<file path="src/include/eval_cfg.svh">
`ifndef EVAL_CFG_SVH
`define EVAL_CFG_SVH

// Width of a cell address in the external cell memory
`define EVAL_ADDR_W 10

// One cell is a type field followed by car and cdr
`define EVAL_CELL_W 24

// Type field at the top of every cell
`define EVAL_TYPE_W 4

// Address zero doubles as the empty list
`define EVAL_NIL_ADDR {`EVAL_ADDR_W{1'b0}}

`endif
</file>
<file path="src/design/eval_pkg.sv">
`default_nettype none

`include "eval_cfg.svh"

package eval_pkg;

	typedef logic [`EVAL_ADDR_W-1:0] cell_addr_t;

	typedef enum logic [`EVAL_TYPE_W-1:0] {
		CELL_GENERAL = 4'h0,
		CELL_OPCODE  = 4'h1,
		CELL_SYMBOL  = 4'h2,
		CELL_NUMBER  = 4'h3,
		CELL_BOOL    = 4'h4
	} cell_type_e;

	// Only QUOTE and LAMBDA are acted on, the rest decode to an error
	typedef enum logic [7:0] {
		OP_ADD     = 8'h00,
		OP_SUB     = 8'h01,
		OP_LESS    = 8'h02,
		OP_EQUAL   = 8'h03,
		OP_GREATER = 8'h04,
		OP_AND     = 8'h05,
		OP_OR      = 8'h06,
		OP_NOT     = 8'h07,
		OP_CAR     = 8'h08,
		OP_CDR     = 8'h09,
		OP_CONS    = 8'h0A,
		OP_EQ      = 8'h0B,
		OP_ATOM    = 8'h0C,
		OP_IF      = 8'h0D,
		OP_LAMBDA  = 8'h0E,
		OP_QUOTE   = 8'h0F,
		OP_DEFINE  = 8'h10,
		OP_BEGIN   = 8'h12
	} opcode_e;

	typedef struct packed {
		cell_type_e ctype;
		cell_addr_t car;
		cell_addr_t cdr;
	} list_view_t;

	// Opcode cells keep the code in the low byte
	typedef struct packed {
		cell_type_e                             ctype;
		logic [`EVAL_CELL_W-`EVAL_TYPE_W-9:0]   unused;
		opcode_e                                op;
	} opcode_view_t;

	typedef union packed {
		list_view_t   list;
		opcode_view_t opc;
	} cell_t;

	typedef struct packed {
		logic       execute;
		cell_addr_t addr;
	} mem_req_t;

	typedef struct packed {
		logic  ready;
		cell_t data;
	} mem_rsp_t;

	typedef struct packed {
		logic       start;
		cell_addr_t sym;
		cell_addr_t env;
	} lookup_req_t;

	typedef struct packed {
		logic       done;
		logic       error;
		cell_addr_t value;
	} lookup_rsp_t;

	typedef struct packed {
		logic       start;
		cell_addr_t a;
		cell_addr_t b;
	} cmp_req_t;

	typedef struct packed {
		logic done;
		logic equal;
		logic error;
	} cmp_rsp_t;

endpackage

`default_nettype wire

</file>
<file path="src/design/eval_top.sv">
`timescale 1ns/1ps
`default_nettype none

module eval_top (
	input  logic                 clk,
	input  logic                 rst,
	input  logic                 start,
	input  eval_pkg::cell_addr_t expr_addr,
	input  eval_pkg::cell_addr_t env_addr,
	output logic                 busy,
	output logic                 done,
	output logic                 error,
	output eval_pkg::cell_addr_t result,
	output eval_pkg::mem_req_t   mem_req,
	input  eval_pkg::mem_rsp_t   mem_rsp
);

	eval_pkg::mem_req_t    ctrl_mem_req;
	eval_pkg::mem_req_t    look_mem_req;
	eval_pkg::mem_req_t    cmp_mem_req;
	eval_pkg::mem_rsp_t    ctrl_mem_rsp;
	eval_pkg::mem_rsp_t    look_mem_rsp;
	eval_pkg::mem_rsp_t    cmp_mem_rsp;
	eval_pkg::lookup_req_t lookup_req;
	eval_pkg::lookup_rsp_t lookup_rsp;
	eval_pkg::cmp_req_t    cmp_req;
	eval_pkg::cmp_rsp_t    cmp_rsp;

	eval_control i_eval_control (
		.clk        (clk),
		.rst        (rst),
		.start      (start),
		.expr_addr  (expr_addr),
		.env_addr   (env_addr),
		.busy       (busy),
		.done       (done),
		.error      (error),
		.result     (result),
		.mem_req    (ctrl_mem_req),
		.mem_rsp    (ctrl_mem_rsp),
		.lookup_req (lookup_req),
		.lookup_rsp (lookup_rsp)
	);

	env_lookup i_env_lookup (
		.clk        (clk),
		.rst        (rst),
		.lookup_req (lookup_req),
		.lookup_rsp (lookup_rsp),
		.cmp_req    (cmp_req),
		.cmp_rsp    (cmp_rsp),
		.mem_req    (look_mem_req),
		.mem_rsp    (look_mem_rsp)
	);

	symbol_compare i_symbol_compare (
		.clk     (clk),
		.rst     (rst),
		.cmp_req (cmp_req),
		.cmp_rsp (cmp_rsp),
		.mem_req (cmp_mem_req),
		.mem_rsp (cmp_mem_rsp)
	);

	mem_port_arbiter i_mem_port_arbiter (
		.clk      (clk),
		.rst      (rst),
		.ctrl_req (ctrl_mem_req),
		.look_req (look_mem_req),
		.cmp_req  (cmp_mem_req),
		.ctrl_rsp (ctrl_mem_rsp),
		.look_rsp (look_mem_rsp),
		.cmp_rsp  (cmp_mem_rsp),
		.mem_req  (mem_req),
		.mem_rsp  (mem_rsp)
	);

endmodule

`default_nettype wire

</file>
<file path="src/design/eval_control.sv">
`timescale 1ns/1ps
`default_nettype none

`include "eval_cfg.svh"

module eval_control (
	input  logic                  clk,
	input  logic                  rst,
	input  logic                  start,
	input  eval_pkg::cell_addr_t  expr_addr,
	input  eval_pkg::cell_addr_t  env_addr,
	output logic                  busy,
	output logic                  done,
	output logic                  error,
	output eval_pkg::cell_addr_t  result,
	output eval_pkg::mem_req_t    mem_req,
	input  eval_pkg::mem_rsp_t    mem_rsp,
	output eval_pkg::lookup_req_t lookup_req,
	input  eval_pkg::lookup_rsp_t lookup_rsp
);
	import eval_pkg::*;

	typedef enum logic [2:0] {
		S_IDLE,
		S_EXPR_WAIT,
		S_DISPATCH,
		S_HEAD_WAIT,
		S_ARG_WAIT,
		S_LOOK_WAIT
	} state_e;

	state_e     state;
	cell_addr_t expr_ptr;
	cell_addr_t env_ptr;
	cell_t      expr_cell;

	always_ff @(posedge clk or negedge rst) begin
		if (!rst) begin
			state      <= S_IDLE;
			expr_ptr   <= '0;
			env_ptr    <= '0;
			expr_cell  <= '0;
			busy       <= 1'b0;
			done       <= 1'b0;
			error      <= 1'b0;
			result     <= `EVAL_NIL_ADDR;
			mem_req    <= '0;
			lookup_req <= '0;
		end else begin
			done             <= 1'b0;
			mem_req.execute  <= 1'b0;
			lookup_req.start <= 1'b0;
			case (state)
				S_IDLE: begin
					if (start) begin
						expr_ptr <= expr_addr;
						env_ptr  <= env_addr;
						busy     <= 1'b1;
						mem_req  <= '{execute: 1'b1, addr: expr_addr};
						state    <= S_EXPR_WAIT;
					end
				end
				S_EXPR_WAIT: begin
					if (mem_rsp.ready) begin
						expr_cell <= mem_rsp.data;
						state     <= S_DISPATCH;
					end
				end
				S_DISPATCH: begin
					case (expr_cell.list.ctype)
						CELL_GENERAL: begin
							mem_req <= '{execute: 1'b1, addr: expr_cell.list.car};
							state   <= S_HEAD_WAIT;
						end
						CELL_SYMBOL: begin
							lookup_req <= '{start: 1'b1, sym: expr_ptr, env: env_ptr};
							state      <= S_LOOK_WAIT;
						end
						CELL_NUMBER, CELL_BOOL: begin
							// Self-evaluating atoms
							{done, busy, error, result} <= {2'b10, 1'b0, expr_ptr};
							state <= S_IDLE;
						end
						default: begin
							{done, busy, error, result} <= {2'b10, 1'b1, `EVAL_NIL_ADDR};
							state <= S_IDLE;
						end
					endcase
				end
				S_HEAD_WAIT: begin
					// Head cell is read through the opcode view
					if (mem_rsp.ready) begin
						if (mem_rsp.data.opc.ctype == CELL_OPCODE &&
								mem_rsp.data.opc.op == OP_QUOTE) begin
							mem_req <= '{execute: 1'b1, addr: expr_cell.list.cdr};
							state   <= S_ARG_WAIT;
						end else if (mem_rsp.data.opc.ctype == CELL_OPCODE &&
								mem_rsp.data.opc.op == OP_LAMBDA) begin
							{done, busy, error, result} <= {2'b10, 1'b0, expr_ptr};
							state <= S_IDLE;
						end else begin
							{done, busy, error, result} <= {2'b10, 1'b1, `EVAL_NIL_ADDR};
							state <= S_IDLE;
						end
					end
				end
				S_ARG_WAIT: begin
					if (mem_rsp.ready) begin
						{done, busy, error, result} <= {2'b10, 1'b0, mem_rsp.data.list.car};
						state <= S_IDLE;
					end
				end
				S_LOOK_WAIT: begin
					if (lookup_rsp.done) begin
						{done, busy, error, result} <= {2'b10, lookup_rsp.error, lookup_rsp.value};
						state <= S_IDLE;
					end
				end
				default: state <= S_IDLE;
			endcase
		end
	end

endmodule

`default_nettype wire

</file>
<file path="src/design/env_lookup.sv">
`timescale 1ns/1ps
`default_nettype none

`include "eval_cfg.svh"

module env_lookup (
	input  logic                  clk,
	input  logic                  rst,
	input  eval_pkg::lookup_req_t lookup_req,
	output eval_pkg::lookup_rsp_t lookup_rsp,
	output eval_pkg::cmp_req_t    cmp_req,
	input  eval_pkg::cmp_rsp_t    cmp_rsp,
	output eval_pkg::mem_req_t    mem_req,
	input  eval_pkg::mem_rsp_t    mem_rsp
);
	import eval_pkg::*;

	typedef enum logic [2:0] {
		S_IDLE,
		S_NEXT,
		S_ENV_WAIT,
		S_BIND_WAIT,
		S_CMP_WAIT
	} state_e;

	state_e     state;
	cell_addr_t sym_ptr;
	cell_addr_t env_ptr;
	cell_addr_t env_next;
	cell_addr_t bind_value;

	always_ff @(posedge clk or negedge rst) begin
		if (!rst) begin
			state      <= S_IDLE;
			sym_ptr    <= '0;
			env_ptr    <= '0;
			env_next   <= '0;
			bind_value <= '0;
			lookup_rsp <= '0;
			cmp_req    <= '0;
			mem_req    <= '0;
		end else begin
			mem_req.execute <= 1'b0;
			cmp_req.start   <= 1'b0;
			lookup_rsp.done <= 1'b0;
			case (state)
				S_IDLE: begin
					if (lookup_req.start) begin
						sym_ptr <= lookup_req.sym;
						env_ptr <= lookup_req.env;
						state   <= S_NEXT;
					end
				end
				S_NEXT: begin
					// End of the environment means the symbol is unbound
					if (env_ptr == `EVAL_NIL_ADDR) begin
						lookup_rsp <= '{done: 1'b1, error: 1'b1, value: `EVAL_NIL_ADDR};
						state      <= S_IDLE;
					end else begin
						mem_req <= '{execute: 1'b1, addr: env_ptr};
						state   <= S_ENV_WAIT;
					end
				end
				S_ENV_WAIT: begin
					if (mem_rsp.ready) begin
						env_next <= mem_rsp.data.list.cdr;
						mem_req  <= '{execute: 1'b1, addr: mem_rsp.data.list.car};
						state    <= S_BIND_WAIT;
					end
				end
				S_BIND_WAIT: begin
					// Binding car is the value, cdr the name chain
					if (mem_rsp.ready) begin
						bind_value <= mem_rsp.data.list.car;
						cmp_req    <= '{start: 1'b1, a: sym_ptr, b: mem_rsp.data.list.cdr};
						state      <= S_CMP_WAIT;
					end
				end
				S_CMP_WAIT: begin
					if (cmp_rsp.done) begin
						if (cmp_rsp.error) begin
							lookup_rsp <= '{done: 1'b1, error: 1'b1, value: `EVAL_NIL_ADDR};
							state      <= S_IDLE;
						end else if (cmp_rsp.equal) begin
							lookup_rsp <= '{done: 1'b1, error: 1'b0, value: bind_value};
							state      <= S_IDLE;
						end else begin
							env_ptr <= env_next;
							state   <= S_NEXT;
						end
					end
				end
				default: state <= S_IDLE;
			endcase
		end
	end

endmodule

`default_nettype wire

</file>
<file path="src/design/symbol_compare.sv">
`timescale 1ns/1ps
`default_nettype none

`include "eval_cfg.svh"

module symbol_compare (
	input  logic               clk,
	input  logic               rst,
	input  eval_pkg::cmp_req_t cmp_req,
	output eval_pkg::cmp_rsp_t cmp_rsp,
	output eval_pkg::mem_req_t mem_req,
	input  eval_pkg::mem_rsp_t mem_rsp
);
	import eval_pkg::*;

	typedef enum logic [1:0] {
		S_IDLE,
		S_WAIT_A,
		S_WAIT_B,
		S_CHECK
	} state_e;

	state_e     state;
	cell_addr_t ptr_b;
	cell_t      cell_a;
	cell_t      cell_b;
	logic       end_a;
	logic       end_b;

	assign end_a = (cell_a.list.cdr == `EVAL_NIL_ADDR);
	assign end_b = (cell_b.list.cdr == `EVAL_NIL_ADDR);

	always_ff @(posedge clk or negedge rst) begin
		if (!rst) begin
			state   <= S_IDLE;
			ptr_b   <= '0;
			cell_a  <= '0;
			cell_b  <= '0;
			cmp_rsp <= '0;
			mem_req <= '0;
		end else begin
			mem_req.execute <= 1'b0;
			cmp_rsp.done    <= 1'b0;
			case (state)
				S_IDLE: begin
					if (cmp_req.start) begin
						ptr_b   <= cmp_req.b;
						mem_req <= '{execute: 1'b1, addr: cmp_req.a};
						state   <= S_WAIT_A;
					end
				end
				S_WAIT_A: begin
					// Second chain is read only after the first cell is in
					if (mem_rsp.ready) begin
						cell_a  <= mem_rsp.data;
						mem_req <= '{execute: 1'b1, addr: ptr_b};
						state   <= S_WAIT_B;
					end
				end
				S_WAIT_B: begin
					if (mem_rsp.ready) begin
						cell_b <= mem_rsp.data;
						state  <= S_CHECK;
					end
				end
				S_CHECK: begin
					state <= S_IDLE;
					if (cell_a.list.ctype != CELL_SYMBOL || cell_b.list.ctype != CELL_SYMBOL) begin
						cmp_rsp <= '{done: 1'b1, equal: 1'b0, error: 1'b1};
					end else if (cell_a.list.car != cell_b.list.car) begin
						cmp_rsp <= '{done: 1'b1, equal: 1'b0, error: 1'b0};
					end else if (end_a && end_b) begin
						cmp_rsp <= '{done: 1'b1, equal: 1'b1, error: 1'b0};
					end else if (end_a || end_b) begin
						// One name is a prefix of the other
						cmp_rsp <= '{done: 1'b1, equal: 1'b0, error: 1'b0};
					end else begin
						ptr_b   <= cell_b.list.cdr;
						mem_req <= '{execute: 1'b1, addr: cell_a.list.cdr};
						state   <= S_WAIT_A;
					end
				end
				default: state <= S_IDLE;
			endcase
		end
	end

endmodule

`default_nettype wire

</file>
<file path="src/design/mem_port_arbiter.sv">
`timescale 1ns/1ps
`default_nettype none

module mem_port_arbiter (
	input  logic               clk,
	input  logic               rst,
	input  eval_pkg::mem_req_t ctrl_req,
	input  eval_pkg::mem_req_t look_req,
	input  eval_pkg::mem_req_t cmp_req,
	output eval_pkg::mem_rsp_t ctrl_rsp,
	output eval_pkg::mem_rsp_t look_rsp,
	output eval_pkg::mem_rsp_t cmp_rsp,
	output eval_pkg::mem_req_t mem_req,
	input  eval_pkg::mem_rsp_t mem_rsp
);
	import eval_pkg::*;

	typedef enum logic [1:0] {
		OWN_NONE,
		OWN_CTRL,
		OWN_LOOK,
		OWN_CMP
	} owner_e;

	owner_e owner;

	// Units run in sequence, so at most one execute is seen per cycle
	always_comb begin
		mem_req.execute = ctrl_req.execute | look_req.execute | cmp_req.execute;
		if (ctrl_req.execute) begin
			mem_req.addr = ctrl_req.addr;
		end else if (look_req.execute) begin
			mem_req.addr = look_req.addr;
		end else begin
			mem_req.addr = cmp_req.addr;
		end
	end

	// Owner is held from the execute pulse until ready comes back
	always_ff @(posedge clk or negedge rst) begin
		if (!rst) begin
			owner <= OWN_NONE;
		end else if (ctrl_req.execute) begin
			owner <= OWN_CTRL;
		end else if (look_req.execute) begin
			owner <= OWN_LOOK;
		end else if (cmp_req.execute) begin
			owner <= OWN_CMP;
		end else if (mem_rsp.ready) begin
			owner <= OWN_NONE;
		end
	end

	// Data fans out, only the owner sees ready
	always_comb begin
		ctrl_rsp = '{ready: mem_rsp.ready && (owner == OWN_CTRL), data: mem_rsp.data};
		look_rsp = '{ready: mem_rsp.ready && (owner == OWN_LOOK), data: mem_rsp.data};
		cmp_rsp  = '{ready: mem_rsp.ready && (owner == OWN_CMP), data: mem_rsp.data};
	end

endmodule

`default_nettype wire

</file>
<file path="config.mk">
export PLATFORM = sky130hd
export DESIGN_NAME = eval_top
export DESIGN_NICKNAME = d
export VERILOG_FILES = /design/src/design/eval_pkg.sv /design/src/design/eval_top.sv /design/src/design/eval_control.sv /design/src/design/env_lookup.sv /design/src/design/symbol_compare.sv /design/src/design/mem_port_arbiter.sv
export VERILOG_INCLUDE_DIRS = /design/src /design/src/include
export SDC_FILE = /design/constraint.sdc
export NUM_CORES = 1
export LEC_CHECK = 0
export BUFFER_PORTS_ARGS = -buffer_cell sky130_fd_sc_hd__buf_2
export CAP_MARGIN = 0
export CORE_UTILIZATION = 50
export CTS_CLUSTER_DIAMETER = 60
export CTS_CLUSTER_SIZE = 28
export DETAILED_ROUTE_END_ITERATION = 12
export PLACE_DENSITY = 0.67
export SYNTH_ARGS = -nofsm -noshare
export SYNTH_HDL_FRONTEND = slang
export SYNTH_SLANG_ARGS = --single-unit
</file>
<file path="constraint.sdc">
create_clock -name clk -period 5.1 [get_ports clk]
set_input_delay 1.02 -clock clk [delete_from_list [all_inputs] [get_ports clk]]
set_output_delay 1.02 -clock clk [all_outputs]
set_load 0.01 [all_outputs]
</file>
==> results.sh <==
export IMPL_die_h_microns=152
export IMPL_crit_slowest_cell="dfrtp_1"
export IMPL_synth_top_family_by_area="multiplexers"
export IMPL_remaining_drc_errors=0
export IMPL_synth_largest_area_cell="dfrtp_1"
export IMPL_synth_top_area_share_pct=56.9
export IMPL_cts_buffers=20
export IMPL_clock_tree_buffer_depth=3
export IMPL_fin_crit_sh_pct=58.4
export IMPL_cp_buffers_inverters=2
export IMPL_gr_usage_met3_pct=3.44
export IMPL_setup_tns_ns=0
export IMPL_fin_skew_ns=0.0209
export IMPL_die_width_microns=152
export IMPL_drive_gt1_share_pct=27.7
export IMPL_cp_data_required_time_ns=5.55
export IMPL_portBuffers=71
export IMPL_ctsRootBufferMaster="clkbuf_16"
export IMPL_synth_fp_nets=982
export IMPL_hold_viol=0
export IMPL_grtUsageMet2_pct=35.4
export IMPL_grt_pass1_vias=7043
export IMPL_slew_violations=0
export IMPL_final_nets=1038
export IMPL_run_status="finished, final reports clean"
export IMPL_setup_viol=0
export IMPL_synth_area_mux_share_pct=19.6
export IMPL_hold_buffers=0
export IMPL_post_cts_resized=0
export IMPL_gr_usage_all_layers_pct=24.2
export IMPL_io_pins=72
export IMPL_insertion_delay_ns=0.53
export IMPL_wl_microns=26600
export IMPL_critical_path_top_delay_family="simple AND/OR/NAND/NOR gates"
export IMPL_drv_cap=0
export IMPL_crit_type="flip-flop to flip-flop"
export IMPL_place_congestion=0.891
export IMPL_synthesis_area_sq_mm=0.0112
export IMPL_crit_top_cell="nor3_2"
export IMPL_drt_iter0_drc=618
export IMPL_dieArea_sq_mm=0.0230
export IMPL_fmax_mhz=336
export IMPL_synth_xor_area_share_pct=0.859
export IMPL_crit_fanout=31
export IMPL_rsz0062_at_grt="false"
export IMPL_yosys_top_cells_count="255 x dfrtp_1, 135 x mux2_2, 127 x nand2_1"
export IMPL_path_clk_slew_ns=0.09
export IMPL_grt_pass1_wl_microns=41200
export IMPL_power_uw=5570
export IMPL_avgSynthCellArea_sq_um=12.1
export IMPL_hold_ws_ns=0.464
export IMPL_ys_seq_area_share_pct=56.9
export IMPL_slew_headroom_pct=24.5
export IMPL_synthCells=929
export IMPL_final_util_pct=57.3
export IMPL_initial_core_util_pct=51.2
export IMPL_final_antenna_net_count=0
export IMPL_synth_cell_type_count=58
export IMPL_cellPowerDensity_mw_per_mm2=444
export IMPL_vias=7347
export IMPL_synth_simple_area_share_pct=9.24
export IMPL_firstDrtPassIters=6
export IMPL_async_flop_share_pct=100
export IMPL_wl_per_cell_microns=20.8
export IMPL_antenna_found_initial=0
export IMPL_ys_warnings_count=0
export IMPL_synth_adder_area_share_pct=0.558
export IMPL_finalCriticalPeriod_ns=2.98
export IMPL_irDropWorstVdd_uv=348
export IMPL_worst_path_largest_cell_delay_ns=0.95
export IMPL_h_tree_depth=1
export IMPL_synth_compound_area_share_pct=9.67
export IMPL_hp_class="flip-flop to flip-flop"
export IMPL_p_leak_uw=0.00614
export IMPL_fp_row_count=54
export IMPL_fp_coreArea_sq_mm=0.0219
export IMPL_cts_tree="built"
export IMPL_area_delta_synth_final_pct=11.9
export IMPL_grt_ovfl_total=0
export IMPL_grtUsageMet1_pct=38.1
export IMPL_cts_sinks=255
export IMPL_synth_main_ff_cell="dfrtp_1"
export IMPL_cp_end_kind="flip-flop"
export IMPL_critPathLaunchType="flip-flop"
export IMPL_synth_area_top_cells="dfrtp_1 57%, mux2_2 14%, mux2i_1 4.6%, nand2_1 4.3%, a21oi_1 2.3%"
export IMPL_crit_arrival_ns=3.43
export IMPL_antennaDiodeCount=0
export IMPL_yosys_register_bits=255
export IMPL_cp_cell_sequence="inv_1 > nand2_1 > nor3_2 > buf_4 > nor3_2 > mux2i_1"
export IMPL_synth_edf_count=0
export IMPL_post_cts_setup_buffers=0
export IMPL_tightest_slew_ns=1.13
export IMPL_dp_hpwl_microns=18700
export IMPL_top_usage_layer="met1"
export IMPL_grt_max_degree=121
export IMPL_post_drt_via_cell_ratio=5.74
export IMPL_yosysMostFrequentCell="dfrtp_1"
## state kept, by name, summed over array words and instances, names as in the netlist, 10 cells and up
register	cells
i_env_lookup.bind_value	10
i_env_lookup.cmp_req	21
i_env_lookup.env_next	10
i_env_lookup.env_ptr	10
i_env_lookup.lookup_rsp	12
i_env_lookup.mem_req	11
i_env_lookup.sym_ptr	10
i_eval_control.env_ptr	10
i_eval_control.expr_cell	24
i_eval_control.expr_ptr	10
i_eval_control.lookup_req	21
i_eval_control.mem_req	11
i_eval_control.result	10
i_symbol_compare.cell_a	24
i_symbol_compare.cell_b	24
i_symbol_compare.mem_req	11
i_symbol_compare.ptr_b	10
## worst paths after layout
| check | depth (start not counted) | slack [ns] | to | from |
|---|---|---|---|---|
| worst max-delay path | 6 | 2.12 | i_eval_control.mem_req[4] | i_eval_control.state[0] |
| worst min-delay path | 2 | 0.46 | i_eval_control.lookup_req[4] | i_eval_control.env_ptr[4] |
| worst max register to register | 6 | 2.12 | i_eval_control.mem_req[4] | i_eval_control.state[0] |
| worst min register to register | 2 | 0.46 | i_eval_control.lookup_req[4] | i_eval_control.env_ptr[4] |
| max in group asynchronous | 2 | 3.41 | i_eval_control.expr_ptr[3] | rst |
| min in group asynchronous | 1 | 0.56 | i_symbol_compare.cell_b[21] | rst |
## layout by cell type (no fill, tap or decap), drive strengths merged, types with 2 or more instances in the layout
cell type / Yosys / layout
a21o: 3 / 3
a21oi: 53 / 53
a222oi: 11 / 11
a22o: 12 / 12
a22oi: 19 / 19
a31oi: 11 / 11
and2: 4 / 4
and4bb: 2 / 2
buf: 31 / 85
clkbuf: 20 / 22
clkinv: 1 / 12
dfrtp: 255 / 255
ha: 5 / 5
inv: 26 / 28
mux2: 147 / 147
mux2i: 51 / 51
nand2: 127 / 127
nand2b: 6 / 6
nand3: 7 / 7
nand3b: 3 / 3
nand4b: 2 / 2
nor2: 33 / 33
nor2b: 2 / 2
nor3: 9 / 9
nor3b: 2 / 2
nor4: 13 / 13
nor4b: 2 / 2
o21ai: 31 / 31
o22ai: 3 / 3
o2bb2ai: 11 / 11
or3: 2 / 2
xor2: 10 / 10
## cell type report
type / count / area, sq um
inverters: 27 / 101
well taps: 280 / 350
clock buffers: 22 / 518
repair buffers: 85 / 483
multi-input cells: 596 / 4500
flip-flops and latches: 255 / 6380
clock inverters: 14 / 223
fillers: 1870 / 9340
## where the power goes
| group | internal, uW | total (uW) | switching (uW) |
|---|---|---|---|
| Combinational | 553 | 1130 | 577 |
| Clock | 851 | 1690 | 841 |
| Sequential | 2400 | 2750 | 349 |
| Total | 3800 | 5570 | 1770 |
## stage by stage
| step | setup slack (ns) | instances | area (sq um) |
|---|---|---|---|
| detailed placement | 2.07 | 1243 | 11800 |
| global placement | 2.09 | 1243 | 11800 |
| global route | 1.88 | 1279 | 12600 |
| finish | 2.12 | 1279 | 12600 |
| floorplan | 2.83 | 929 | 11200 |
| CTS | 2.12 | 1279 | 12600 |
## metal layers
layer / vias up / part of all wire [%] / wire, microns
li1: 3442 / - / -
met2: 211 / 44 / 11700
met4: 0 / 1.8 / 480
met3: 37 / 6.4 / 1710
met5: - / 0 / 0
met1: 3657 / 48 / 12700
## worst register-to-register path: cells and delay by family, from the launching register on
family        cells  cell delay (ns)
buf+inv           2             0.58
simple gates      3             1.09
mux               1             0.28
flops             1             0.95
## cell families (layout without fill, tap and decap cells)
group / count (synthesis) / in the layout
xor+xnor: 11 / 11
compound gates: 164 / 164
flops: 255 / 255
fa+ha+maj: 5 / 5
mux: 198 / 198
buf+inv: 78 / 148
simple gates: 218 / 218
(Power assumes the default switching activity.)
